## config.mk

```make
export PLATFORM = sky130hd
export DESIGN_NAME = cp0_top
export DESIGN_NICKNAME = d
export VERILOG_FILES = /design/src/verilog/cp0_pkg.sv /design/src/verilog/cp0_trap_if.sv /design/src/verilog/cp0_top.sv /design/src/verilog/cp0_regs.sv /design/src/verilog/cp0_exc_arbiter.sv /design/src/verilog/cp0_irq_sync.sv
export VERILOG_INCLUDE_DIRS = /design/src /design/src/verilog
export SDC_FILE = /design/constraint.sdc
export NUM_CORES = 1
export LEC_CHECK = 0
export ABC_AREA = 1
export BUFFER_PORTS_ARGS = -buffer_cell sky130_fd_sc_hd__buf_2
export CAP_MARGIN = 20
export CORE_ASPECT_RATIO = 1.2
export CORE_MARGIN = 4
export CORE_UTILIZATION = 30
export CTS_CLUSTER_SIZE = 25
export DETAILED_ROUTE_END_ITERATION = 12
export PLACE_DENSITY_LB_ADDON = 0.1
export SLEW_MARGIN = 20
export SYNTH_ARGS = -nofsm -noshare
export SYNTH_HDL_FRONTEND = slang
export SYNTH_SLANG_ARGS = --single-unit
```

## constraint.sdc

```tcl
create_clock -name clk -period 3.2 [get_ports clk]
set_input_delay 0.64 -clock clk [delete_from_list [all_inputs] [get_ports clk]]
set_output_delay 0.64 -clock clk [all_outputs]
set_load 0.01 [all_outputs]
```

## src/verilog/cp0_defines.svh

```systemverilog
`ifndef CP0_DEFINES_SVH
`define CP0_DEFINES_SVH

`define CP0_DATA_W       32
`define CP0_NUM_IRQ      6              // hw lines, land on ip[7:2]
`define CP0_EXC_VECTOR   32'h0000_0180  // general handler entry

// reset values
`define CP0_STATUS_RST   32'h0000_0001  // ie only
`define CP0_CAUSE_RST    32'h0000_0000
`define CP0_COMPARE_RST  32'hffff_ffff

// status fields
`define CP0_ST_IE        0
`define CP0_ST_EXL       1
`define CP0_ST_IM_HI     15
`define CP0_ST_IM_LO     8

// cause fields
`define CP0_CA_EXC_HI    6
`define CP0_CA_EXC_LO    2
`define CP0_CA_IP_HI     15
`define CP0_CA_IP_LO     8

`endif
```

## src/verilog/cp0_pkg.sv

```systemverilog
`include "cp0_defines.svh"

package cp0_pkg;

	//////////////////////////////
	// data word
	//////////////////////////////

	typedef logic [`CP0_DATA_W-1:0] cp0_word_t;

	//////////////////////////////
	// register numbers
	//////////////////////////////

	// mfc0/mtc0 rd field, only the mapped ones
	typedef enum logic [4:0] {
		CP0_COUNT   = 5'd9,
		CP0_COMPARE = 5'd11,
		CP0_STATUS  = 5'd12,
		CP0_CAUSE   = 5'd13,
		CP0_EPC     = 5'd14
	} cp0_addr_e;

	//////////////////////////////
	// exception codes
	//////////////////////////////

	// goes into cause[6:2]
	typedef enum logic [4:0] {
		EXC_INT = 5'd0,  // external or timer interrupt
		EXC_SYS = 5'd8,  // syscall
		EXC_BP  = 5'd9,  // break
		EXC_OV  = 5'd12  // arithmetic overflow
	} exc_code_e;

endpackage

```

## src/verilog/cp0_trap_if.sv

```systemverilog
`timescale 1ns/1ps

// trap decision from the arbiter into the register file
interface cp0_trap_if;
	import cp0_pkg::*;

	logic      take;  // trap taken this cycle, one cycle strobe
	exc_code_e code;  // what gets written into cause
	cp0_word_t epc;   // pc to save
	logic      eret;  // drop exl this cycle

	// arbiter drives everything
	modport arb (
		output take,
		output code,
		output epc,
		output eret
	);

	// register file only listens
	modport regs (
		input take,
		input code,
		input epc,
		input eret
	);

endinterface

```

## src/verilog/cp0_top.sv

```systemverilog
`timescale 1ns/1ps
`include "cp0_defines.svh"

// cp0 subsystem, pipeline facing ports
module cp0_top (
	input  logic                    clk,
	input  logic                    reset,
	// mfc0
	input  cp0_pkg::cp0_addr_e      rd_addr,
	output cp0_pkg::cp0_word_t      rd_data,
	// mtc0
	input  logic                    wr_en,
	input  cp0_pkg::cp0_addr_e      wr_addr,
	input  cp0_pkg::cp0_word_t      wr_data,
	// precise exceptions and eret
	input  logic                    exc_valid,
	input  cp0_pkg::exc_code_e      exc_code,
	input  cp0_pkg::cp0_word_t      pipe_pc,
	input  logic                    eret,
	// device lines
	input  logic [`CP0_NUM_IRQ-1:0] irq,
	output logic                    intr,
	// fetch redirect
	output logic                    redirect_valid,
	output cp0_pkg::cp0_word_t      redirect_pc
);
	import cp0_pkg::*;

	logic [`CP0_NUM_IRQ-1:0] irq_sync;
	cp0_word_t epc;  // return target, regs to arbiter

	cp0_trap_if trap_bus ();

	cp0_irq_sync u_irq_sync (
		.clk       (clk),
		.reset     (reset),
		.irq_async (irq),
		.irq_sync  (irq_sync)
	);

	cp0_exc_arbiter u_exc_arbiter (
		.exc_valid      (exc_valid),
		.exc_code       (exc_code),
		.pipe_pc        (pipe_pc),
		.eret           (eret),
		.intr           (intr),
		.epc            (epc),
		.trap           (trap_bus.arb),
		.redirect_valid (redirect_valid),
		.redirect_pc    (redirect_pc)
	);

	cp0_regs u_regs (
		.clk     (clk),
		.reset   (reset),
		.rd_addr (rd_addr),
		.rd_data (rd_data),
		.wr_en   (wr_en),
		.wr_addr (wr_addr),
		.wr_data (wr_data),
		.irq     (irq_sync),
		.trap    (trap_bus.regs),
		.intr    (intr),  // also the arbiter's input
		.epc     (epc)
	);

endmodule

```

## src/verilog/cp0_regs.sv

```systemverilog
`timescale 1ns/1ps
`include "cp0_defines.svh"

// status, cause, epc, count, compare and the interrupt request
module cp0_regs (
	input  logic                    clk,
	input  logic                    reset,
	input  cp0_pkg::cp0_addr_e      rd_addr,   // mfc0 source
	output cp0_pkg::cp0_word_t      rd_data,
	input  logic                    wr_en,     // mtc0 in write back
	input  cp0_pkg::cp0_addr_e      wr_addr,
	input  cp0_pkg::cp0_word_t      wr_data,
	input  logic [`CP0_NUM_IRQ-1:0] irq,       // already synchronized
	cp0_trap_if.regs                trap,
	output logic                    intr,
	output cp0_pkg::cp0_word_t      epc
);
	import cp0_pkg::*;

	localparam cp0_word_t CAUSE_RST = `CP0_CAUSE_RST;
	localparam int        IP_W      = `CP0_CA_IP_HI - `CP0_CA_IP_LO + 1;

	cp0_word_t status;
	cp0_word_t count;
	cp0_word_t compare;
	cp0_word_t cause;          // assembled, not a flop
	logic [1:0] sw_ip;         // cause ip[1:0], software interrupts
	exc_code_e exc_code;       // cause[6:2]
	logic timer_pending;
	logic [IP_W-1:0] ip;
	logic [IP_W-1:0] im;

	logic wr_status;
	logic wr_cause;
	logic wr_epc;
	logic wr_count;
	logic wr_compare;

	// mtc0 decode
	assign wr_status  = wr_en && (wr_addr == CP0_STATUS);
	assign wr_cause   = wr_en && (wr_addr == CP0_CAUSE);
	assign wr_epc     = wr_en && (wr_addr == CP0_EPC);
	assign wr_count   = wr_en && (wr_addr == CP0_COUNT);
	assign wr_compare = wr_en && (wr_addr == CP0_COMPARE);

	//////////////////////////////
	// pending bits and intr
	//////////////////////////////

	// timer shares ip[7] with the top hw line
	assign ip = {irq[`CP0_NUM_IRQ-1] | timer_pending, irq[`CP0_NUM_IRQ-2:0], sw_ip};
	assign im = status[`CP0_ST_IM_HI:`CP0_ST_IM_LO];

	// nothing while in a handler
	assign intr = status[`CP0_ST_IE] & ~status[`CP0_ST_EXL] & (|(im & ip));

	always_comb begin
		cause = '0;
		cause[`CP0_CA_IP_HI:`CP0_CA_IP_LO]   = ip;
		cause[`CP0_CA_EXC_HI:`CP0_CA_EXC_LO] = exc_code;
	end

	//////////////////////////////
	// status
	//////////////////////////////

	always_ff @(posedge clk) begin
		if (reset) begin
			status <= `CP0_STATUS_RST;
		end else if (trap.take) begin
			status[`CP0_ST_EXL] <= 1'b1;  // enter handler
		end else if (trap.eret) begin
			status[`CP0_ST_EXL] <= 1'b0;  // back to user code
		end else if (wr_status) begin
			status <= wr_data;  // whole word
		end
	end

	//////////////////////////////
	// cause and epc
	//////////////////////////////

	always_ff @(posedge clk) begin
		if (reset) begin
			exc_code <= exc_code_e'(CAUSE_RST[`CP0_CA_EXC_HI:`CP0_CA_EXC_LO]);
			sw_ip    <= CAUSE_RST[`CP0_CA_IP_LO+1:`CP0_CA_IP_LO];
		end else if (trap.take) begin
			exc_code <= trap.code;  // mtc0 to cause lost this cycle
		end else if (wr_cause) begin
			sw_ip <= wr_data[`CP0_CA_IP_LO+1:`CP0_CA_IP_LO];  // rest read only
		end
	end

	always_ff @(posedge clk) begin
		if (reset) begin
			epc <= '0;
		end else if (trap.take) begin
			epc <= trap.epc;
		end else if (wr_epc) begin
			epc <= wr_data;
		end
	end

	//////////////////////////////
	// timer
	//////////////////////////////

	// free running, a load restarts from the new value
	always_ff @(posedge clk) begin
		if (reset) begin
			count <= '0;
		end else if (wr_count) begin
			count <= wr_data;
		end else begin
			count <= count + 1'b1;
		end
	end

	always_ff @(posedge clk) begin
		if (reset) begin
			compare <= `CP0_COMPARE_RST;
		end else if (wr_compare) begin
			compare <= wr_data;
		end
	end

	// sticky until software rewrites compare
	always_ff @(posedge clk) begin
		if (reset) begin
			timer_pending <= 1'b0;
		end else if (wr_compare) begin
			timer_pending <= 1'b0;  // ack
		end else if (count == compare) begin
			timer_pending <= 1'b1;
		end
	end

	//////////////////////////////
	// mfc0 read mux
	//////////////////////////////

	always_comb begin
		case (rd_addr)
			CP0_STATUS:  rd_data = status;
			CP0_CAUSE:   rd_data = cause;
			CP0_EPC:     rd_data = epc;
			CP0_COUNT:   rd_data = count;
			CP0_COMPARE: rd_data = compare;
			default:     rd_data = '0;  // unmapped reads zero
		endcase
	end

endmodule

```

## src/verilog/cp0_exc_arbiter.sv

```systemverilog
`timescale 1ns/1ps
`include "cp0_defines.svh"

// one trap decision per cycle plus the fetch redirect
module cp0_exc_arbiter (
	input  logic                  exc_valid,  // precise exception from pipe
	input  cp0_pkg::exc_code_e    exc_code,
	input  cp0_pkg::cp0_word_t    pipe_pc,    // pc of the faulting / interrupted insn
	input  logic                  eret,
	input  logic                  intr,       // already masked by ie/exl/im
	input  cp0_pkg::cp0_word_t    epc,        // return target for eret
	cp0_trap_if.arb               trap,
	output logic                  redirect_valid,
	output cp0_pkg::cp0_word_t    redirect_pc
);
	import cp0_pkg::*;

	localparam cp0_word_t EXC_VECTOR = `CP0_EXC_VECTOR;

	//////////////////////////////
	// fixed priority
	//////////////////////////////

	// exception beats interrupt beats eret
	always_comb begin
		trap.take = 1'b0;
		trap.code = EXC_INT;
		trap.epc  = pipe_pc;  // both trap kinds save the same pc
		trap.eret = 1'b0;
		if (exc_valid) begin
			trap.take = 1'b1;
			trap.code = exc_code;
		end else if (intr) begin
			trap.take = 1'b1;
			trap.code = EXC_INT;
		end else if (eret) begin
			trap.eret = 1'b1;  // eret squashed when anything traps
		end
	end

	//////////////////////////////
	// fetch redirect
	//////////////////////////////

	// no stall path, pipe must take this now
	assign redirect_valid = trap.take | trap.eret;
	assign redirect_pc    = trap.take ? EXC_VECTOR : epc;  // eret goes back to epc

endmodule

```

## src/verilog/cp0_irq_sync.sv

```systemverilog
`timescale 1ns/1ps
`include "cp0_defines.svh"

// device irq lines come from other clock domains
module cp0_irq_sync (
	input  logic                    clk,
	input  logic                    reset,
	input  logic [`CP0_NUM_IRQ-1:0] irq_async,
	output logic [`CP0_NUM_IRQ-1:0] irq_sync
);

	logic [`CP0_NUM_IRQ-1:0] meta;  // first stage, may go metastable
	logic [`CP0_NUM_IRQ-1:0] stable;  // second stage

	//////////////////////////////
	// two flop chain per line
	//////////////////////////////

	always_ff @(posedge clk) begin
		if (reset) begin
			meta   <= '0;
			stable <= '0;
		end else begin
			meta   <= irq_async;
			stable <= meta;  // settled by now
		end
	end

	// visible to cause ip two edges after the pin moves
	assign irq_sync = stable;

endmodule

```

# --- Yosys cells after proc, flatten, opt, wreduce, memory -nomap -nowiden ---
# Index checks and enable logic that the tools add are counted.
classes:
  n_reduce_logical: 11
  n_mux: 14
  bitwise_logic: 8
  n_addsub: 1
  eq_ne: 11
op_table:
  columns: ["op", "count"]
  rows:
  - ["$pmux 32 s5", 1]
  - ["$mux 32", 4]
  - ["$eq 5x4->1 const B", 10]
  - ["$add 32x1->32 const B", 1]
  - ["$eq 32x32->1", 1]
  - ["$and 8x8->8", 1]
  - ["$reduce_or 8->1", 1]
  - ["$mux 1", 7]
  - ["$logic_and 1x1->1", 5]
  - ["$mux 5", 1]
  - ["$not 1->1", 3]
  - ["$reduce_and 3->1", 1]
  - ["$reduce_bool 3->1", 1]
  - ["$and 1x1->1", 2]
  - ["$mux 2", 1]
  - ["$or 1x1->1", 2]
  - ["$reduce_and 2->1", 1]
  - ["$reduce_bool 2->1", 1]
  - ["$reduce_or 2->1", 1]
totals:
  wordCells: 55
  register_bits: 148
  output_inout_bits: 66

# --- Depth between registers and ports, before layout ---
logic_depth:
  word_depth: 8
  mapped_depth: 11
  mapped_depth_nobuf: 11

# --- Cells and area by module ---
# A second synthesis with hierarchy kept.
hier_totals:
  cells_unflattened: 1223
  hier_area_um2: 8150.3
modules_own_cells:
  columns: ["module", "area_per_inst_um2", "instances", "cells_each", "seq_area_each_um2"]
  rows:
  - ["cp0_regs", 7223.2, 1, 1070, 2722.6]
  - ["cp0_exc_arbiter", 585.6, 1, 116, 0.0]
  - ["cp0_irq_sync", 341.6, 1, 37, 240.2]

# --- Worst setup path before layout ---
# OpenSTA, ideal clock, no wires.
synth_timing:
  path_kind: "in2out"
  from: "input exc_valid"
  to: "output redirect_pc[21]"
  t_required_ps: 2560
  arrival_ps: 1679
  path_buffers: 4
  cell_stages: 7
  path_slack_ps: 881
  cell_sequence: "clkbuf_1 -> inv_1 -> buf_2 -> nand2_1 -> buf_2 -> buf_4 -> nor2_1"
synth_via:
  elab_chain_cells: 2
synth_lines:
  columns: ["item", "line_no", "rtl"]
  rows:
  - ["from (decl)", "cp0_top.sv:16", "input logic exc_valid,"]
  - ["$mux 1", "cp0_exc_arbiter.sv:30", "if (exc_valid) begin"]
  - ["$mux 32", "cp0_exc_arbiter.sv:47", "assign redirect_pc = trap.take ? EXC_VECTOR : epc;"]
  - ["to (decl)", "cp0_top.sv:25", "output cp0_pkg::cp0_word_t redirect_pc"]
# No other way between the ends.

# --- Final worst setup path ---
layout_timing:
  from: "register u_regs.timer_pending"
  to: "output redirect_pc[1]"
layout_via:
  elab_chain_cells: 7
layout_lines:
  columns: ["item", "line_no", "rtl"]
  rows:
  - ["from (decl)", "cp0_regs.sv:29", "logic timer_pending;"]
  - ["from (signal assigned)", "cp0_regs.sv:130", "timer_pending <= 1'b0;"]
  - ["from (signal assigned)", "cp0_regs.sv:132", "timer_pending <= 1'b0;"]
  - ["from (signal assigned)", "cp0_regs.sv:134", "timer_pending <= 1'b1;"]
  - ["$or 1x1->1", "cp0_regs.sv:51", "assign ip = {irq[`CP0_NUM_IRQ-1] | timer_pending, irq[`CP0_NUM_IRQ-2:0], sw_ip};"]
  - ["$and 8x8->8", "cp0_regs.sv:55", "assign intr = status[`CP0_ST_IE] & ~status[`CP0_ST_EXL] & (|(im & ip));"]
  - ["$reduce_or 8->1", "cp0_regs.sv:55", null]
  - ["$and 1x1->1", "cp0_regs.sv:55", null]
  - ["$mux 1", "cp0_exc_arbiter.sv:33", "end else if (intr) begin"]
  - ["$mux 1", "cp0_exc_arbiter.sv:30", null]
  - ["$mux 32", "cp0_exc_arbiter.sv:47", null]
# No other way between the ends.

==> results.toml <==
[run_status]
status = "complete, no violations"

[yosys]
postSynthCellCount = 1356
ys_warn_count = 0
synthDistinctLibCells = 34
synth-edff-count = 0
syn-cell-area_um2 = 8447
seq_area_frac_synth = 0.3508
synth_flop_cell = "dfxtp_1"
syn_nets = 1447
async_flop_share = 0
ys_ff_latch = 148
syn_avg_cell_area_um2 = 6.229

[timing]
slew_headroom = 0.5579
finClkSkew_ps = 9.310
setup_viol_count_final = 0
whs_ps = 403.0
post-route-period-util = 0.8752
setup_tns_ps = 0
report.final.slew_viol_count = 0
max_freq_mhz = 357.1
rsz0062_at_grt = "no"
tightest_slew_ps = 663.2
period_needed_ps = 2800
hold_violations = 0

[clock_network]
cts.hold.buffers_added = 0
numCtsBuffers = 17
cts.sinks = 148
cts.clk_slew.worst_paths_ps = 60
tritoncts = "yes"
cts.path.max_buffers = 2
cts_setup_buffers = 0
insertion_delay_ps = 440
ctsRootBufferMaster = "clkbuf_16"
htreeDepth = 4
ctsResizeCount = 0

[power]
power.density_nw_per_um2 = 443.4
ir_worst_vdd_mv = 0.3245
power_leakage_nw = 4.927

[floorplanning]
initial_core_util = 0.3035
rows = 67
die_area_um2 = 30920
fp.coreArea_um2 = 27830
ios = 156
die_w_um = 161.2
die_y_um = 191.8

[worst_setup_path]
cp_max_fo = 23
rrSetupSlack_ps = 900
cp.required_ps = 2560
critPathCaptureType = "output port"
startpoint_type = "flop"
cp_slowest_cell = "dfxtp_1"
slowest_delay_ps = 320
worstPathCellList = "o21ai_0, nand3_1, nand2_2, nand2_2, buf_4, nor2_1, buf_2"
critPathTopFamily = "simple AND/OR/NAND/NOR gates"
crit_arrival_ps = 2160
critPathKind = "reg -> out"
crit_buf_inv = 2
crit_path_frequent_cell = "nand2_2"

[grt]
antenna_found_initial = 0
grt.total_usage = 0.2081
grt_max_degree = 66
met1_usage = 0.2941
grt_pass1_vias = 8689
gr-max-usage-layer = "met2"
grt_pass1_wl_um = 50160
grt-ovfl-total = 0
grt_use_met2 = 0.3270
gr-usage-met3 = 0.02919

[flow_run]
maxCapViolCount = 0

[placed_design]
place_area_um2 = 9608
gp_congestion = 0.8567
dpl.hpwl_um = 24360
numPlacedInstances = 1841
numPortBuffers = 155

[drt]
viasPerCell = 4.763
drtAntennaViolNets = 0
drtIter0Drc = 670
dr_total_vias = 8917
dr.pass1.iters = 6
wl_per_cell_um = 17.13
drc = 0
drt-total-wl_um = 32070

[final_layout]
drive_above_1_share = 0.1547
final_nets = 1572
final_common_cell = "nand2_1"
final_area_um2 = 10220
area_growth_pct = 21.02
layout_common_cells = "378 x nand2_1, 192 x inv_1, 179 x nor2_1, 155 x buf_2, 148 x dfxtp_1"
finalNonFillerCells = 1872
n_antenna_cell = 0

[hold_path]
worst_hold_path_type = "reg -> reg"
[per-layer routing]
metal / part of all wire / up-vias
li1: - / 4541
met3: 0.043 / 36
met2: 0.45 / 257
met1: 0.49 / 4083
met4: 0.022 / 0
met5: 0 / -
[stage by stage]
stage | total power [mW] | utilization | setup slack (ps)
finish | 4.532 | 0.3673 | 399.5
global placement | 2.434 | 0.3452 | 443.5
global route | 4.702 | 0.3673 | 237.8
CTS | 4.574 | 0.3673 | 299.8
floorplan | 2.208 | - | 880.7
detailed placement | 2.432 | 0.3452 | 428.1
[cell usage after synthesis (2+ instances only)]
cell	count	area [um2]
dfxtp_1	148	2963
nor3_1	16	80.08
o21bai_1	2	15.01
o221ai_1	5	43.79
buf_4	2	15.01
nand4_1	38	237.7
nand3b_1	6	45.04
a21oi_1	58	290.3
buf_1	2	7.510
nor2_1	179	671.9
clkbuf_1	41	153.9
o21ai_0	34	170.2
o211ai_1	29	217.7
nand3_1	100	500.5
o22ai_1	4	25.02
xor2_1	5	43.79
or2_2	5	31.28
inv_1	193	724.4
or2_0	2	12.51
a22oi_1	33	247.7
clkbuf_2	2	10.01
nor2_2	3	18.77
xnor2_1	31	271.5
buf_2	28	140.1
nand2_1	381	1430
[cells by family after synthesis]
kind of cell | synth area share
AOI/OAI and AO/OA | 0.1237
xor gates and xnor gates | 0.03733
adders and majority gates | 0.001481
buffers and inverters | 0.1258
DFF | 0.3508
and+or+nand+nor | 0.3610
[report_power, final]
group | switching [mW] | total (mW) | internal [mW]
logic | 0.280 | 0.440 | 0.160
clock network | 0.844 | 2.14 | 1.30
registers | 0.0526 | 1.95 | 1.90
[path summary, 6_finish.rpt]
check        depth (start not counted)                     end                  from
max                                  7          redirect_pc[1]  u_regs.timer_pending
min                                  2  u_irq_sync.irq_sync[0]    u_irq_sync.meta[0]
max reg2reg                          8       u_regs.status[22]  u_regs.timer_pending
min reg2reg                          2  u_irq_sync.irq_sync[0]    u_irq_sync.meta[0]
[final cells by class]
| type | instances | area [um2] |
|---|---|---|
| timing repair buffer | 182 | 1003 |
| sequential | 148 | 2963 |
| multi-input combinational | 938 | 4439 |
| clock inverter | 13 | 185.2 |
| fill | 3176 | 17610 |
| clock buffer | 18 | 429.2 |
| tap | 379 | 474.2 |
| inverter | 194 | 728.2 |
[flip-flops by register name (all words and copies together) (netlist names)]
name                  count
u_regs.compare           32
u_regs.count             32
u_regs.epc               32
u_regs.status            32
u_irq_sync.irq_sync       6
u_irq_sync.meta           6
u_regs.exc_code           5
u_regs.sw_ip              2
u_regs.timer_pending      1
[tightest hold or removal path: stages (launching register included)]
cell and delay [ps]:
dfxtp_1 300, inv_1 40, nor2_1 30
No activity file was read; power rests on OpenSTA's default activity.
